[src/design/stepper_cfg.svh]
`ifndef STEPPER_CFG_SVH
`define STEPPER_CFG_SVH

// Move queue depth as a power of two
`define STEPPER_MOVE_BUFFER_BITS 2

// API version returned to the host, patch in the lowest byte
`define STEPPER_VERSION_MAJOR 8'd1
`define STEPPER_VERSION_MINOR 8'd0
`define STEPPER_VERSION_PATCH 8'd2

// Reset values of the motor configuration
// Divisor of 40 gives a 400 kHz tick from a 16 MHz clock
`define STEPPER_DEFAULT_DIVISOR 8'd40
`define STEPPER_DEFAULT_MICROSTEPS 3'd2
`define STEPPER_DEFAULT_CURRENT 8'd140

`endif
[src/design/stepper_motion_pkg.sv]
`default_nettype none

`include "stepper_cfg.svh"

package stepper_motion_pkg;

  // Move length in DDA ticks
  typedef logic [63:0] duration_t;

  // 32.32 signed fixed point for rates and the position accumulator
  typedef logic signed [63:0] rate_t;

  // Index into the move queue
  typedef logic [`STEPPER_MOVE_BUFFER_BITS-1:0] slot_t;

endpackage

`default_nettype wire

[src/design/stepper_cmd_pkg.sv]
`default_nettype none

package stepper_cmd_pkg;

  // Command codes carried in the top byte of a header word
  typedef enum logic [7:0] {
    CMD_NONE             = 8'h00,
    CMD_COORDINATED_STEP = 8'h01,
    CMD_MOTOR_ENABLE     = 8'h0a,
    CMD_CLK_DIVISOR      = 8'h0b,
    CMD_MOTOR_CONFIG     = 8'h10,
    CMD_API_VERSION      = 8'hfe
  } opcode_e;

  // Header layout, msb first on the wire
  typedef struct packed {
    opcode_e     opcode;
    logic [39:0] reserved;
    // Motor current
    logic [7:0]  arg_b1;
    // Enable, direction, microsteps or divisor
    logic [7:0]  arg_b0;
  } header_t;

  // Same 64 bits seen as a header or as a data word
  typedef union packed {
    header_t     hdr;
    logic [63:0] raw;
  } cmd_word_u;

endpackage

`default_nettype wire

[src/design/stepper_spi_top.sv]
`timescale 1ns/10ps
`default_nettype none

module stepper_spi_top (
  input  logic        CLK,
  input  logic        arst_n,
  input  logic        sck,
  input  logic        cs_n,
  input  logic        copi,
  input  logic [63:0] encoder_count,
  output logic        cipo,
  output logic        step,
  output logic        dir,
  output logic        enable,
  output logic [2:0]  microsteps,
  output logic [7:0]  current,
  output logic        buffer_dtr,
  output logic        move_done
);

  logic                          word_valid;
  stepper_cmd_pkg::cmd_word_u    word_data;
  logic [63:0]                   reply_word;
  logic [7:0]                    clock_divisor;

  // Decoder to queue
  logic                          push;
  logic                          move_dir;
  stepper_motion_pkg::duration_t move_duration;
  stepper_motion_pkg::rate_t     move_increment;
  stepper_motion_pkg::rate_t     move_accel;

  // Queue to step generator
  logic                          pop;
  logic                          head_valid;
  logic                          head_dir;
  stepper_motion_pkg::duration_t head_duration;
  stepper_motion_pkg::rate_t     head_increment;
  stepper_motion_pkg::rate_t     head_accel;

  spi_word_receiver u_receiver (
    .CLK        (CLK),
    .arst_n     (arst_n),
    .sck        (sck),
    .cs_n       (cs_n),
    .copi       (copi),
    .reply_word (reply_word),
    .cipo       (cipo),
    .word_valid (word_valid),
    .word_data  (word_data)
  );

  spi_command_decoder u_decoder (
    .CLK            (CLK),
    .arst_n         (arst_n),
    .word_valid     (word_valid),
    .word_data      (word_data),
    .encoder_count  (encoder_count),
    .enable         (enable),
    .microsteps     (microsteps),
    .current        (current),
    .clock_divisor  (clock_divisor),
    .reply_word     (reply_word),
    .push           (push),
    .move_dir       (move_dir),
    .move_duration  (move_duration),
    .move_increment (move_increment),
    .move_accel     (move_accel)
  );

  move_queue u_queue (
    .CLK            (CLK),
    .arst_n         (arst_n),
    .push           (push),
    .move_dir       (move_dir),
    .move_duration  (move_duration),
    .move_increment (move_increment),
    .move_accel     (move_accel),
    .pop            (pop),
    .head_valid     (head_valid),
    .head_dir       (head_dir),
    .head_duration  (head_duration),
    .head_increment (head_increment),
    .head_accel     (head_accel),
    .buffer_dtr     (buffer_dtr)
  );

  dda_step_generator u_dda (
    .CLK            (CLK),
    .arst_n         (arst_n),
    .clock_divisor  (clock_divisor),
    .head_valid     (head_valid),
    .head_dir       (head_dir),
    .head_duration  (head_duration),
    .head_increment (head_increment),
    .head_accel     (head_accel),
    .pop            (pop),
    .step           (step),
    .dir            (dir),
    .move_done      (move_done)
  );

endmodule

`default_nettype wire

[src/design/dda_step_generator.sv]
`timescale 1ns/10ps
`default_nettype none

module dda_step_generator (
  input  logic                          CLK,
  input  logic                          arst_n,
  input  logic [7:0]                    clock_divisor,
  input  logic                          head_valid,
  input  logic                          head_dir,
  input  stepper_motion_pkg::duration_t head_duration,
  input  stepper_motion_pkg::rate_t     head_increment,
  input  stepper_motion_pkg::rate_t     head_accel,
  output logic                          pop,
  output logic                          step,
  output logic                          dir,
  output logic                          move_done
);

  logic                          busy;
  logic [7:0]                    div_count;
  logic [7:0]                    div_limit;
  logic                          tick;
  stepper_motion_pkg::duration_t remaining;
  stepper_motion_pkg::rate_t     accum;
  stepper_motion_pkg::rate_t     accum_next;
  stepper_motion_pkg::rate_t     increment;
  stepper_motion_pkg::rate_t     accel;

  // Divisor 0 behaves as 1
  assign div_limit  = (clock_divisor == 8'd0) ? 8'd0 : clock_divisor - 8'd1;
  assign tick       = busy && (remaining != '0) && (div_count >= div_limit);
  assign accum_next = accum + increment;

  always_ff @(posedge CLK or negedge arst_n) begin
    if (!arst_n) begin
      pop       <= 1'b0;
      busy      <= 1'b0;
      div_count <= 8'd0;
      remaining <= '0;
      accum     <= '0;
      step      <= 1'b0;
      dir       <= 1'b0;
      move_done <= 1'b0;
    end else begin
      pop       <= 1'b0;
      step      <= 1'b0;
      move_done <= 1'b0;
      if (pop) begin
        // Head entry is still presented during the pop cycle
        busy      <= 1'b1;
        remaining <= head_duration;
        div_count <= 8'd0;
        dir       <= head_dir;
      end else if (!busy) begin
        if (head_valid) begin
          pop <= 1'b1;
        end
      end else if (remaining == '0) begin
        busy      <= 1'b0;
        move_done <= ~head_valid;
      end else if (tick) begin
        div_count <= 8'd0;
        remaining <= remaining - 1'b1;
        accum     <= accum_next;
        // Step on every crossing of an integer position
        step      <= accum_next[32] ^ accum[32];
      end else begin
        div_count <= div_count + 8'd1;
      end
    end
  end

  // Rate state, loaded from the queue and ramped by accel
  always_ff @(posedge CLK) begin
    if (pop) begin
      increment <= head_increment;
      accel     <= head_accel;
    end else if (tick) begin
      increment <= increment + accel;
    end
  end

endmodule

`default_nettype wire

[src/design/move_queue.sv]
`timescale 1ns/10ps
`default_nettype none

`include "stepper_cfg.svh"

module move_queue (
  input  logic                          CLK,
  input  logic                          arst_n,
  input  logic                          push,
  input  logic                          move_dir,
  input  stepper_motion_pkg::duration_t move_duration,
  input  stepper_motion_pkg::rate_t     move_increment,
  input  stepper_motion_pkg::rate_t     move_accel,
  input  logic                          pop,
  output logic                          head_valid,
  output logic                          head_dir,
  output stepper_motion_pkg::duration_t head_duration,
  output stepper_motion_pkg::rate_t     head_increment,
  output stepper_motion_pkg::rate_t     head_accel,
  output logic                          buffer_dtr
);

  localparam int DEPTH = 1 << `STEPPER_MOVE_BUFFER_BITS;

  // Extra msb on each index separates full from empty
  logic [`STEPPER_MOVE_BUFFER_BITS:0] wr_ptr;
  logic [`STEPPER_MOVE_BUFFER_BITS:0] rd_ptr;
  stepper_motion_pkg::slot_t          wr_slot;
  stepper_motion_pkg::slot_t          rd_slot;
  logic                               full;

  logic                          dir_mem [DEPTH];
  stepper_motion_pkg::duration_t dur_mem [DEPTH];
  stepper_motion_pkg::rate_t     inc_mem [DEPTH];
  stepper_motion_pkg::rate_t     acc_mem [DEPTH];

  assign wr_slot    = wr_ptr[`STEPPER_MOVE_BUFFER_BITS-1:0];
  assign rd_slot    = rd_ptr[`STEPPER_MOVE_BUFFER_BITS-1:0];
  assign head_valid = (wr_ptr != rd_ptr);
  assign full       = (wr_ptr[`STEPPER_MOVE_BUFFER_BITS] != rd_ptr[`STEPPER_MOVE_BUFFER_BITS]) &&
                      (wr_slot == rd_slot);
  assign buffer_dtr = ~full;

  always_ff @(posedge CLK or negedge arst_n) begin
    if (!arst_n) begin
      wr_ptr <= '0;
      rd_ptr <= '0;
    end else begin
      // A move pushed while full is dropped
      if (push && !full) begin
        wr_ptr <= wr_ptr + 1'b1;
      end
      if (pop && head_valid) begin
        rd_ptr <= rd_ptr + 1'b1;
      end
    end
  end

  always_ff @(posedge CLK) begin
    if (push && !full) begin
      dir_mem[wr_slot] <= move_dir;
      dur_mem[wr_slot] <= move_duration;
      inc_mem[wr_slot] <= move_increment;
      acc_mem[wr_slot] <= move_accel;
    end
  end

  assign head_dir       = dir_mem[rd_slot];
  assign head_duration  = dur_mem[rd_slot];
  assign head_increment = inc_mem[rd_slot];
  assign head_accel     = acc_mem[rd_slot];

endmodule

`default_nettype wire

[src/design/spi_command_decoder.sv]
`timescale 1ns/10ps
`default_nettype none

`include "stepper_cfg.svh"

module spi_command_decoder (
  input  logic                          CLK,
  input  logic                          arst_n,
  input  logic                          word_valid,
  input  stepper_cmd_pkg::cmd_word_u    word_data,
  input  logic [63:0]                   encoder_count,
  output logic                          enable,
  output logic [2:0]                    microsteps,
  output logic [7:0]                    current,
  output logic [7:0]                    clock_divisor,
  output logic [63:0]                   reply_word,
  output logic                          push,
  output logic                          move_dir,
  output stepper_motion_pkg::duration_t move_duration,
  output stepper_motion_pkg::rate_t     move_increment,
  output stepper_motion_pkg::rate_t     move_accel
);

  stepper_cmd_pkg::opcode_e msg_header;
  stepper_cmd_pkg::header_t hdr;
  logic [1:0]               word_count;
  logic [63:0]              encoder_store;
  logic                     in_header;

  assign hdr       = word_data.hdr;
  assign in_header = (msg_header == stepper_cmd_pkg::CMD_NONE);

  // Message FSM and configuration registers
  always_ff @(posedge CLK or negedge arst_n) begin
    if (!arst_n) begin
      msg_header    <= stepper_cmd_pkg::CMD_NONE;
      word_count    <= 2'd0;
      enable        <= 1'b0;
      microsteps    <= `STEPPER_DEFAULT_MICROSTEPS;
      current       <= `STEPPER_DEFAULT_CURRENT;
      clock_divisor <= `STEPPER_DEFAULT_DIVISOR;
      reply_word    <= 64'd0;
      push          <= 1'b0;
    end else begin
      push <= 1'b0;
      if (word_valid) begin
        reply_word <= 64'd0;
        if (in_header) begin
          word_count <= 2'd1;
          case (hdr.opcode)
            stepper_cmd_pkg::CMD_COORDINATED_STEP: begin
              msg_header <= stepper_cmd_pkg::CMD_COORDINATED_STEP;
            end
            stepper_cmd_pkg::CMD_MOTOR_ENABLE: begin
              enable <= hdr.arg_b0[0];
            end
            stepper_cmd_pkg::CMD_CLK_DIVISOR: begin
              clock_divisor <= hdr.arg_b0;
            end
            stepper_cmd_pkg::CMD_MOTOR_CONFIG: begin
              current    <= hdr.arg_b1;
              microsteps <= hdr.arg_b0[2:0];
            end
            stepper_cmd_pkg::CMD_API_VERSION: begin
              reply_word <= {40'd0, `STEPPER_VERSION_MAJOR, `STEPPER_VERSION_MINOR,
                             `STEPPER_VERSION_PATCH};
              msg_header <= stepper_cmd_pkg::CMD_API_VERSION;
            end
            default: begin
            end
          endcase
        end else begin
          word_count <= word_count + 2'd1;
          if (msg_header == stepper_cmd_pkg::CMD_COORDINATED_STEP) begin
            if (word_count == 2'd2) begin
              // Encoder snapshot goes out during the last data word
              reply_word <= encoder_store;
            end else if (word_count == 2'd3) begin
              push       <= 1'b1;
              msg_header <= stepper_cmd_pkg::CMD_NONE;
            end
          end else begin
            // API version takes one trailing word of any value
            msg_header <= stepper_cmd_pkg::CMD_NONE;
          end
        end
      end
    end
  end

  // Move fields, complete by the time push fires
  always_ff @(posedge CLK) begin
    if (word_valid) begin
      if (in_header && hdr.opcode == stepper_cmd_pkg::CMD_COORDINATED_STEP) begin
        move_dir      <= hdr.arg_b0[0];
        encoder_store <= encoder_count;
      end
      if (msg_header == stepper_cmd_pkg::CMD_COORDINATED_STEP) begin
        case (word_count)
          2'd1: move_duration <= word_data.raw;
          2'd2: move_increment <= word_data.raw;
          2'd3: move_accel <= word_data.raw;
          default: begin
          end
        endcase
      end
    end
  end

endmodule

`default_nettype wire

[src/design/spi_word_receiver.sv]
`timescale 1ns/10ps
`default_nettype none

module spi_word_receiver (
  input  logic                       CLK,
  input  logic                       arst_n,
  input  logic                       sck,
  input  logic                       cs_n,
  input  logic                       copi,
  input  logic [63:0]                reply_word,
  output logic                       cipo,
  output logic                       word_valid,
  output stepper_cmd_pkg::cmd_word_u word_data
);

  logic [1:0]  sck_sync;
  logic [1:0]  cs_sync;
  logic [1:0]  copi_sync;
  logic        sck_prev;
  logic        cs_prev;
  logic        sck_rise;
  logic        sck_fall;
  logic        cs_fall;
  logic [5:0]  bit_count;
  logic        valid_d;
  logic [63:0] rx_shift;
  logic [63:0] tx_shift;

  // Two-flop synchronizers plus previous values for edge detection
  always_ff @(posedge CLK or negedge arst_n) begin
    if (!arst_n) begin
      sck_sync  <= 2'b00;
      cs_sync   <= 2'b11;
      copi_sync <= 2'b00;
      sck_prev  <= 1'b0;
      cs_prev   <= 1'b1;
    end else begin
      sck_sync  <= {sck_sync[0], sck};
      cs_sync   <= {cs_sync[0], cs_n};
      copi_sync <= {copi_sync[0], copi};
      sck_prev  <= sck_sync[1];
      cs_prev   <= cs_sync[1];
    end
  end

  assign sck_rise = sck_sync[1] & ~sck_prev;
  assign sck_fall = ~sck_sync[1] & sck_prev;
  assign cs_fall  = ~cs_sync[1] & cs_prev;

  always_ff @(posedge CLK or negedge arst_n) begin
    if (!arst_n) begin
      bit_count  <= 6'd0;
      word_valid <= 1'b0;
      valid_d    <= 1'b0;
      tx_shift   <= 64'd0;
    end else begin
      word_valid <= 1'b0;
      valid_d    <= word_valid;
      // Deselect drops any partial word
      if (cs_sync[1]) begin
        bit_count <= 6'd0;
      end else if (sck_rise) begin
        // Count wraps to zero after the 64th bit
        bit_count <= bit_count + 6'd1;
        if (bit_count == 6'd63) begin
          word_valid <= 1'b1;
        end
      end
      // Reload once the decoder has registered its new reply
      if (cs_fall || valid_d) begin
        tx_shift <= reply_word;
      end else if (sck_fall && !cs_sync[1] && bit_count != 6'd0) begin
        // Trailing falling edge after a full word is skipped
        tx_shift <= {tx_shift[62:0], 1'b0};
      end
    end
  end

  always_ff @(posedge CLK) begin
    if (sck_rise && !cs_sync[1]) begin
      rx_shift <= {rx_shift[62:0], copi_sync[1]};
      if (bit_count == 6'd63) begin
        word_data.raw <= {rx_shift[62:0], copi_sync[1]};
      end
    end
  end

  assign cipo = tx_shift[63];

endmodule

`default_nettype wire

[config.mk]
export PLATFORM = sky130hd
export DESIGN_NAME = stepper_spi_top
export DESIGN_NICKNAME = d
export VERILOG_FILES = /design/src/design/stepper_motion_pkg.sv /design/src/design/stepper_cmd_pkg.sv /design/src/design/stepper_spi_top.sv /design/src/design/dda_step_generator.sv /design/src/design/move_queue.sv /design/src/design/spi_command_decoder.sv /design/src/design/spi_word_receiver.sv
export VERILOG_INCLUDE_DIRS = /design/src /design/src/design
export SDC_FILE = /design/constraint.sdc
export NUM_CORES = 1
export LEC_CHECK = 0
export BUFFER_PORTS_ARGS = -buffer_cell sky130_fd_sc_hd__buf_2
export CORE_UTILIZATION = 50
export DETAILED_ROUTE_END_ITERATION = 8
export PLACE_DENSITY = 0.74
export REMOVE_ABC_BUFFERS = 1
export SLEW_MARGIN = 20
export SYNTH_ARGS = -nofsm -noshare
export SYNTH_HDL_FRONTEND = slang
export SYNTH_HIERARCHICAL = 1
export SYNTH_SLANG_ARGS = --single-unit
[constraint.sdc]
create_clock -name CLK -period 6.25 [get_ports CLK]
set_input_delay 0.625 -clock CLK [delete_from_list [all_inputs] [get_ports CLK]]
set_output_delay 0.625 -clock CLK [all_outputs]
set_load 0.02 [all_outputs]
Word level (Yosys, flattened, before mapping)
Memories as Yosys holds them, arrays and structs flattened. A register that Yosys moved wholly into a read port is not among the register bits.
Cells that the tools add are included.
- reductions and logical operators: 34
- add/subtract/negate cells: 9
- magnitude comparators: 1
- divide/modulo/power cells: 0
- bitwise logic cells: 11
- eq/ne operators: 17
- multiplexer cells: 48
- multipliers: 0
- shift-type cells: 0
- operators with widths (cell ; number):
    2-to-1 mux 64 bit ; 11
    adder 64 bit ; 2
    2-to-1 mux 8 bit ; 9
    logical NOT 64 bit ; 1
    nonzero test 64 bit ; 1
    subtractor 64 x 1 -> 64 bit, second input constant ; 1
    2-to-1 mux 1 bit ; 23
    AND reduction 3 bit ; 7
    2-to-1 mux 17 bit ; 1
    equality test 8 x 1 -> 1 bit, second input constant ; 2
    equality test 8 x 4 -> 1 bit, second input constant ; 2
    logical NOT 8 bit ; 2
    one-hot mux 8 bit (2 select lines) ; 1
    2-to-1 mux 6 bit ; 2
    logical AND 1 bit ; 9
    adder 8 x 1 -> 8 bit, second input constant ; 1
    equality test 8 x 5 -> 1 bit, second input constant ; 1
    equality test 8 bit, second input constant ; 1
    greater-or-equal comparator 8 bit ; 1
    AND reduction 4 bit ; 2
    nonzero test 2 bit ; 4
    subtractor 8 x 1 -> 8 bit, second input constant ; 1
    NOT 1 bit ; 7
    adder 3 x 1 -> 3 bit, second input constant ; 2
    18 further kinds ; 26
- flip-flop bits (word level): 769
- input port bits: 69
- RAM bits: 772
- output and inout bits: 17
- memories: 4
- bits in latches: 0
- memory bits (read-only): 0
- logic and storage cells: 158
- memories (memory ; depth ; width ; rd ports ; clocked after Yosys merged registers in ; write ports ; RTL line ; source):
    u_queue.acc_mem ; 4 ; 64 ; 1 ; 1 ; 1 ; move_queue.sv:35 ; stepper_motion_pkg::rate_t acc_mem [DEPTH];
    u_queue.dur_mem ; 4 ; 64 ; 1 ; 0 ; 1 ; move_queue.sv:33 ; stepper_motion_pkg::duration_t dur_mem [DEPTH];
    u_queue.inc_mem ; 4 ; 64 ; 1 ; 0 ; 1 ; move_queue.sv:34 ; stepper_motion_pkg::rate_t inc_mem [DEPTH];
    u_queue.dir_mem ; 4 ; 1 ; 1 ; 1 ; 1 ; move_queue.sv:32 ; logic dir_mem [DEPTH];

Depth between registers and ports, before layout
Gate-level depths: netlist of the first run.
- depth after elaboration: 8
- gate-level depth with buffers: 16
- mapped depth without buffers: 15

By module
Netlist of the first run, hierarchy kept.
- modules (own cells, without submodules) (module ; instances ; cells an instance ; seq. area each (um^2) ; area an instance (um^2)):
    move_queue ; 1 ; 1056 ; 23332.4 ; 28350.9
    spi_command_decoder ; 1 ; 610 ; 9952.0 ; 11384.7
    dda_step_generator ; 1 ; 1180 ; 4709.5 ; 11076.9
    spi_word_receiver ; 1 ; 456 ; 5819.3 ; 7472.2

Worst setup path before layout of the first run
No wires, ideal clock.
- path type: flip-flop to flip-flop
- start point: reg u_queue.rd_ptr[1]
- end point: mem u_queue/acc_mem[1][0] in the netlist's numbering, enable pin
- clock period less this slack: 6.011 ns
- path buffers: 1
- setup time: 0.578 ns
- cell stages (with the launch flop): 5
- setup slack: 0.239 ns
- data required time: 5.672 ns
- arrival time: 5.433 ns
- cell sequence: dfrtp_1 > buf_6 > xor2_2 > or3_4 > and3_1
- longest elaborated chain between the ends: 6
- RTL lines (item ; RTL line ; source):
    start: declaration ; move_queue.sv:27 ; logic [`STEPPER_MOVE_BUFFER_BITS:0] rd_ptr;
    start signal: assignment ; move_queue.sv:54 ; rd_ptr <= rd_ptr + 1'b1;
    equality test 2 bit ; move_queue.sv:41 ; (wr_slot == rd_slot);
    logical AND 1 bit ; move_queue.sv:40 ; assign full = (wr_ptr[`STEPPER_MOVE_BUFFER_BITS] != rd_ptr[`STEPPER_MOVE_BUFFER_BITS]) &&
    logical NOT 1 bit ; move_queue.sv:60 ; if (push && !full) begin
    logical AND 1 bit ; move_queue.sv:60 ;
    2-to-1 mux 1 bit ; move_queue.sv:60 ;
    2-to-1 mux 1 bit (not written as such) ; move_queue.sv:64 ; acc_mem[wr_slot] <= move_accel;
    end: declaration ; move_queue.sv:35 ;
No other way between the ends.

Final worst setup path of the first run
- start point: reg u_decoder.clock_divisor[4]
- end point: reg u_dda.remaining[63]
- longest elaborated chain between the ends: 6
- elaborated cells on any way between the ends: 7
- those cells by class: add/sub (1); order compare (1); mux (1); reduce/logical (4)
- RTL lines (item ; RTL line ; source):
    start: declaration ; spi_command_decoder.sv:15 ; output logic [7:0] clock_divisor,
    start signal: assignment ; spi_command_decoder.sv:41 ; clock_divisor <= `STEPPER_DEFAULT_DIVISOR;
    start signal: assignment ; spi_command_decoder.sv:58 ; clock_divisor <= hdr.arg_b0;
    subtractor 8 x 1 -> 8 bit or logical NOT 8 bit (tied branches) ; dda_step_generator.sv:30 ; assign div_limit = (clock_divisor == 8'd0) ? 8'd0 : clock_divisor - 8'd1;
    2-to-1 mux 8 bit (*) ; dda_step_generator.sv:30 ;
    greater-or-equal comparator 8 bit (*) ; dda_step_generator.sv:31 ; assign tick = busy && (remaining != '0) && (div_count >= div_limit);
    logical AND 1 bit (*) ; dda_step_generator.sv:31 ;
    nonzero test 2 bit (no line) (*) ; - ;
    AND reduction 3 bit (no line) (*) ; - ;
    end signal: assignment ; dda_step_generator.sv:51 ; remaining <= head_duration;
    end signal: assignment ; dda_step_generator.sv:63 ; remaining <= remaining - 1'b1;
    end: declaration ; dda_step_generator.sv:23 ; stepper_motion_pkg::duration_t remaining;
Every way passes the cells marked *; elsewhere a longest branch is shown, timed or not.
A chain may end at the register's enable or synchronous reset.

==> out/summary.txt, run 1 <==
R2R Path End - u_dda/remaining[63]
Clk pin slew, worst setup/hold paths - 60 ps
Max stage delay on crit path - 460 ps
final period demand of the worst path - 4500 ps
Setup crit end - u_dda/remaining[63]
Num Clock Sinks - 1,196
DP Worst Slack - 1800 ps
unrepaired setup endpoints after global routing - false
sw frac - 19.4%
status - finished, final reports clean
HP Class - in -> reg
met2 Resource Use GR - 30.3%
Worst-Skew Late Latency - 700 ps
CTS buffer count - 111
clk_skew - 37.1 ps
CTS tree - done
worst setup margin - 1750 ps
Max Buffers Root-to-Sink - 3
GRT met1 Usage - 24.9%
final WL - 84,800 um
PwrDens - 297 nW/um2
Mean Syn Cell Area - 16.2 um2
vias in the first global route - 24,700
grt ovf - 0
Crit path depth - 15
I/O Buffers - 85
die footprint - 96,300 um2
met3 Use GR - 2.86%
Int Pwr - 12.7 mW
Max-slew headroom - 28.5%
P_sw - 3.05 mW
Setup-failing EPs final - 0
hold buffers post-CTS - 3
WHS - 62.7 ps
most crowded layer after global routing - met2
dpl hpwl - 48,500 um
DR iter-0 viols - 1,981
fin nets - 3,192
CP Class - reg -> reg
WL per Instance - 19.3 um
largest net degree at the start of global routing - 165
Bufs and invs on worst path - 1
All-Layer GR Usage - 18.1%
Post-Route Setup TNS - 0 ps
gpl congestion - 0.804
Fillers - 7,015
CP Max Fanout - 13
critical path, cell by cell - nor4_1, nand2_1, or3_1, and2_1, ha_1, nand2b_1, a21o_1, a21oi_1, o21ai_0, nand3_1, nor4_2, buf_4, nand4_2, o41a_1, o31a_1
Critical Path AT - 5080 ps
IO Count - 86
TritonRoute pass-1 iters - 8
Syn. warnings - 6
DRC viols - 0
site row count - 112
Top delay family on crit path - simple AND/OR/NAND/NOR gates
Avg Vias per Cell - 5.50
Seq pwr share - 54.5%
Die Height - 310 um
Req. time, crit path - 6830 ps
commonest non-fill, non-tap cell in the layout - edfxtp_1
first-pass GRT wire length - 135,000 um
Lkg Pwr - 18.3 nW
Mapped Cells - 2,926
FF-to-FF setup slack - 1750 ps
crit path launch type - flop
crit path launch - u_decoder/clock_divisor[4]
Combinational Power Share - 1.1%
post-CTS resize count - 0
Root Driver - clkbuf_16
Fin. Hold Viols - 0
Netlist Area Pre-Place - 47,500 um2
Critical Path End Type - flop
setup bufs post-CTS - 0
core area - 93,700 um2
worst reg2reg path startpoint - u_decoder/clock_divisor[4]
die width - 310 um
synth-to-layout area growth - 11.5%
final core occ - 56.6%
slew at the pin closest to its max-slew limit - 1070 ps
diode count - 0
fraction of layout cells with a size suffix above 1 - 16.3%
commonest non-fill, non-tap cells in the layout - edfxtp_1, dfrtp_1, nand2_1
initial antenna violation count - 0
Final Cycle Share - 72.0%
Clk pwr share - 44.5%
fin cells - 4,388
fin. max-slew vios - 0
post-route ant nets - 0
DR vias - 24,100
reg2reg path depth - 15
total of max-cap violations - 0
fmax - 222 MHz
DP Cell Count - 4,173
Starting Density - 50.7%
Peak VDD IR - 244 uV
htree depth - 3
Crit-path slowest cell - nand3_1
## through the flow
step           area (um2)  power [mW]
2_1_floorplan       46800        8.83
3_3_place_gp        49100        8.91
3_5_place_dp        49100        8.91
4_1_cts             53000        15.9
5_1_grt             53000        16.2
6_report            53000        15.7
## flip-flops by register name, summed over array words and instances, names as in the netlist, 63 cells and up
name,count
u_dda/remaining,64
u_decoder/encoder_store,64
u_decoder/move_duration,64
u_decoder/reply_word,64
u_queue/acc_mem,132
u_queue/dur_mem,256
u_queue/inc_mem,132
u_receiver/rx_shift,63
u_receiver/tx_shift,64
u_receiver/word_data,64
## cell type report
class / instances / area, um2 / share of cell area (%)
timing repair buffer: 114 / 736 / 1.39
multi-input combinational: 1509 / 11900 / 22.5
clock inverter: 71 / 842 / 1.59
sequential: 1196 / 34500 / 65.1
clock buffer: 141 / 3040 / 5.73
inverter: 103 / 387 / 0.729
tap: 1254 / 1570 / 2.96
## worst min-delay path by stage
stage,cells after the start,from,end
4_1_cts,1,sck,u_receiver/sck_sync[0]
2_1_floorplan,0,arst_n,u_dda/accum[0]
3_5_place_dp,0,u_receiver/copi_sync[0],u_receiver/copi_sync[1]
5_1_grt,1,sck,u_receiver/sck_sync[0]
6_report,1,sck,u_receiver/sck_sync[0]
3_3_place_gp,0,u_receiver/sck_sync[0],u_receiver/sck_sync[1]
## worst reg2reg max path, stage by stage, from the launching register on
cell      delay (ps)
dfrtp_1          410
nor4_1           380
nand2_1          160
or3_1            410
and2_1           190
ha_1             260
nand2b_1          90
a21o_1           110
a21oi_1           60
o21ai_0          290
nand3_1          460
nor4_2           400
buf_4            260
nand4_2          230
o41a_1           400
o31a_1           270
## per-layer routing
layer / vias up / share of wire, % / routed length, um
li1: 11300 / - / -
met1: 12200 / 44 / 37300
met2: 573 / 49 / 41700
met3: 129 / 4.8 / 4030
met4: 0 / 2.0 / 1720
met5: - / 0 / 0
## power groups by stage
stage | clock network [mW] | registers [mW] | logic [mW]
after floorplan | 0 | 8.73 | 0.0981
after global placement | 0 | 8.74 | 0.166
after detailed placement | 0 | 8.74 | 0.171
after CTS | 7.15 | 8.58 | 0.172
after global routing | 7.45 | 8.58 | 0.194
final | 7.00 | 8.58 | 0.167
Note: power is estimated with default switching activity, not from simulation.
==> run 2: changes to the inputs <==
==> constraint.sdc (replaced) <==
create_clock -name CLK -period 3.7 [get_ports CLK]
set_input_delay 0.37 -clock CLK [delete_from_list [all_inputs] [get_ports CLK]]
set_output_delay 0.37 -clock CLK [all_outputs]
set_load 0.02 [all_outputs]
==> run 2 against run 1 <==
  * Sequential power increased by 69%
  * Final cell count increased by 2.6%
  * Design area increased by 2.0%
  * Core utilization increased by 1.2 points
  * Non-clock buffer count increased by 118
  * Wire length increased by 3.7%
  * Register-to-register slack got worse by 1500 ps
  * Sequential share of layout area decreased by 1.3 points
  * Global-route usage increased by 0.58 points
  * Worst setup slack got worse by 1500 ps
  * First-iteration DRC count decreased by 12%
==> out/summary.txt, run 2 (same netlist as run 1, synthesis figures left out) <==
status - finished, final reports clean
WL per Instance - 19.5 um (+1.0%)
Final Cycle Share - 93.6% (+22 points)
post-route ant nets - 0 (unchanged)
DP Worst Slack - -40.3 ps (-1840 ps)
area occupied by multi-input gates - 12,000 um2 (+0.21%)
Lkg Pwr - 18.8 nW (+2.7%)
reg2reg path depth - 15 (unchanged)
CTS tree - done
die footprint - 96,300 um2 (unchanged)
CTS buffer count - 111 (unchanged)
power after layout - 26.3 mW (+67%)
FF-to-FF setup slack - 240 ps (-1510 ps)
Fin. Hold Viols - 0 (unchanged)
final core occ - 57.7% (+1.2 points)
PwrDens - 486 nW/um2 (+64%)
Worst-Skew Late Latency - 710 ps (about the same)
CP Class - reg -> reg
total of max-cap violations - 0 (unchanged)
most used cell, CP - buf_4
All-Layer GR Usage - 18.7% (+0.58 points)
HP Class - in -> reg
Max-slew headroom - 30.5% (+2.0 points)
Die Height - 310 um (unchanged)
Num Clock Sinks - 1,196 (unchanged)
Peak VDD IR - 428 uV (+75%)
IO Count - 86 (unchanged)
Hold Path End - u_receiver/sck_sync[0]
DRC viols - 0 (unchanged)
synth-to-layout area growth - 13.8%
core area - 93,700 um2 (unchanged)
fin nets - 3,310 (+3.7%)
site row count - 112 (unchanged)
WHS Path Cells - 2 (+1)
commonest non-fill, non-tap cell in the layout - edfxtp_1
Req. time, crit path - 4300 ps (-2530 ps)
grt ovf - 0 (unchanged)
largest net degree at the start of global routing - 94 (-43%)
worst setup margin - 236 ps (-1510 ps)
clk_skew - 41.4 ps (+4.38 ps)
Max Buffers Root-to-Sink - 3 (unchanged)
Critical Path End Type - flop
Avg Vias per Cell - 5.48 (-0.32%)
Fillers - 6,908 (-1.5%)
fraction of layout cells with a size suffix above 1 - 17.2% (+0.87 points)
crit path launch - u_decoder/clock_divisor[2]
Critical Path AT - 4070 ps (-1010 ps)
I/O Buffers - 85 (unchanged)
fmax - 289 MHz (+30%)
htree depth - 3 (unchanged)
fin. max-slew vios - 0 (unchanged)
dpl hpwl - 50,500 um (+4.2%)
largest registers - u_queue/dur_mem x256, u_queue/acc_mem x132, u_queue/inc_mem x132
FF+latch area - 34,500 um2 (unchanged)
TritonRoute pass-1 iters - 6 (-2)
slew at the pin closest to its max-slew limit - 1040 ps (-29.5 ps)
Setup-failing EPs final - 0 (unchanged)
DR iter-0 viols - 1,736 (-12%)
vias in the first global route - 25,700 (+4.2%)
Root Driver - clkbuf_16
Crit-path slowest cell - dfrtp_1
diode count - 0 (unchanged)
Clk pin slew, worst setup/hold paths - 60 ps (about the same)
commonest non-fill, non-tap cells in the layout - edfxtp_1, dfrtp_1, nand2_1
DR vias - 24,700 (+2.3%)
Starting Density - 50.7% (unchanged)
R2R Path End - u_dda/remaining[57]
Largest Register - u_queue/dur_mem
final period demand of the worst path - 3460 ps (-1040 ps)
CP Max Fanout - 8 (-5)
Largest register FFs - 256 (unchanged)
die width - 310 um (unchanged)
final WL - 87,900 um (+3.7%)
worst reg2reg path startpoint - u_decoder/clock_divisor[2]
crit path launch type - flop
initial antenna violation count - 0 (unchanged)
critical hold path startpoint - sck
gpl congestion - 0.826 (+2.8%)
first-pass GRT wire length - 140,000 um (+3.8%)
Max stage delay on crit path - 410 ps (-50 ps)
critical path, cell by cell - buf_4, nor2_1, nor4b_1, xor2_1, nand2_1, ha_1, nand3_1, o21ai_2, nand3_1, nor4_2, buf_4, nand4_2, buf_4, or3_1, a31oi_1
-- run 2: cell types whose count changed in the layout (fill, tap and decap cells not counted), moves of 2 or more --
cell	before	now
buf_12	6	19
buf_4	20	60
bufinv_16	15	11
clkbuf_1	15	18
clkbuf_16	111	113
clkbuf_8	15	4
clkinv_1	18	21
clkinv_4	4	1
clkinvlp_4	7	12
dlygate4sd3_1	3	68
-- run 2: where the power goes --
part | switching [mW] | leakage (nW) | internal, mW
registers | 0.0599 | 11.6 | 14.4
clock network | 4.97 | 1.79 | 6.49
logic | 0.186 | 5.43 | 0.165
-- run 2: layout make-up --
type	count	area share, %
flip-flops and latches	1196	63.8
clock buffers	135	5.45
well taps	1254	2.90
inverters	103	0.714
clock inverters	74	1.44
multi-input cells	1509	22.1
repair buffers	232	3.60
-- run 2: stage by stage --
stage / std cells / hold WS, ps / instance area [um2] / TNS (ps)
2_1_floorplan: 2808 / 74.4 / 46800 / -3560910
3_3_place_gp: 4225 / 346 / 49700 / 0
3_5_place_dp: 4225 / 342 / 49700 / -129
4_1_cts: 4502 / 256 / 54100 / 0
5_1_grt: 4503 / 268 / 54100 / -68.3
6_report: 4503 / 305 / 54100 / 0
-- run 2: worst max path at each step --
stage,end,slack [ps],depth (start not counted)
final,u_dda/remaining[57],240,15
after global routing,u_dda/remaining[57],-20,15
after CTS,u_dda/remaining[57],30,16
after detailed placement,u_dda/remaining[59],-40,16
after global placement,u_dda/remaining[57],60,16
after floorplan,u_queue/acc_mem[1][0],-5410,3
-- run 2: repair_timing --
item                                    4_1_cts  5_1_grt
endpoints found under the setup margin        6       28
hold endpoints to repair                    148        0
buffers inserted                              0        1
pin swaps                                     0        2
hold buffers                                 68        0
cloned                                        0        0
resized for setup                             1        5
-- run 2: routing by layer --
metal	vias to the layer above	track usage [%]	wire, um
li1	11500	-	-
met1	12400	24.5	37500
met2	579	32.4	44500
met3	149	2.89	3980
met4	0	5.13	1940
met5	-	0	0
-- run 2: critical path, delay by kind of cell (launching register included) --
family / cells / cell delay (ps)
compound gates: 2 / 370
xor+xnor: 1 / 200
fa+ha+maj: 1 / 300
buf+inv: 3 / 550
simple gates: 8 / 1540
flops: 1 / 410
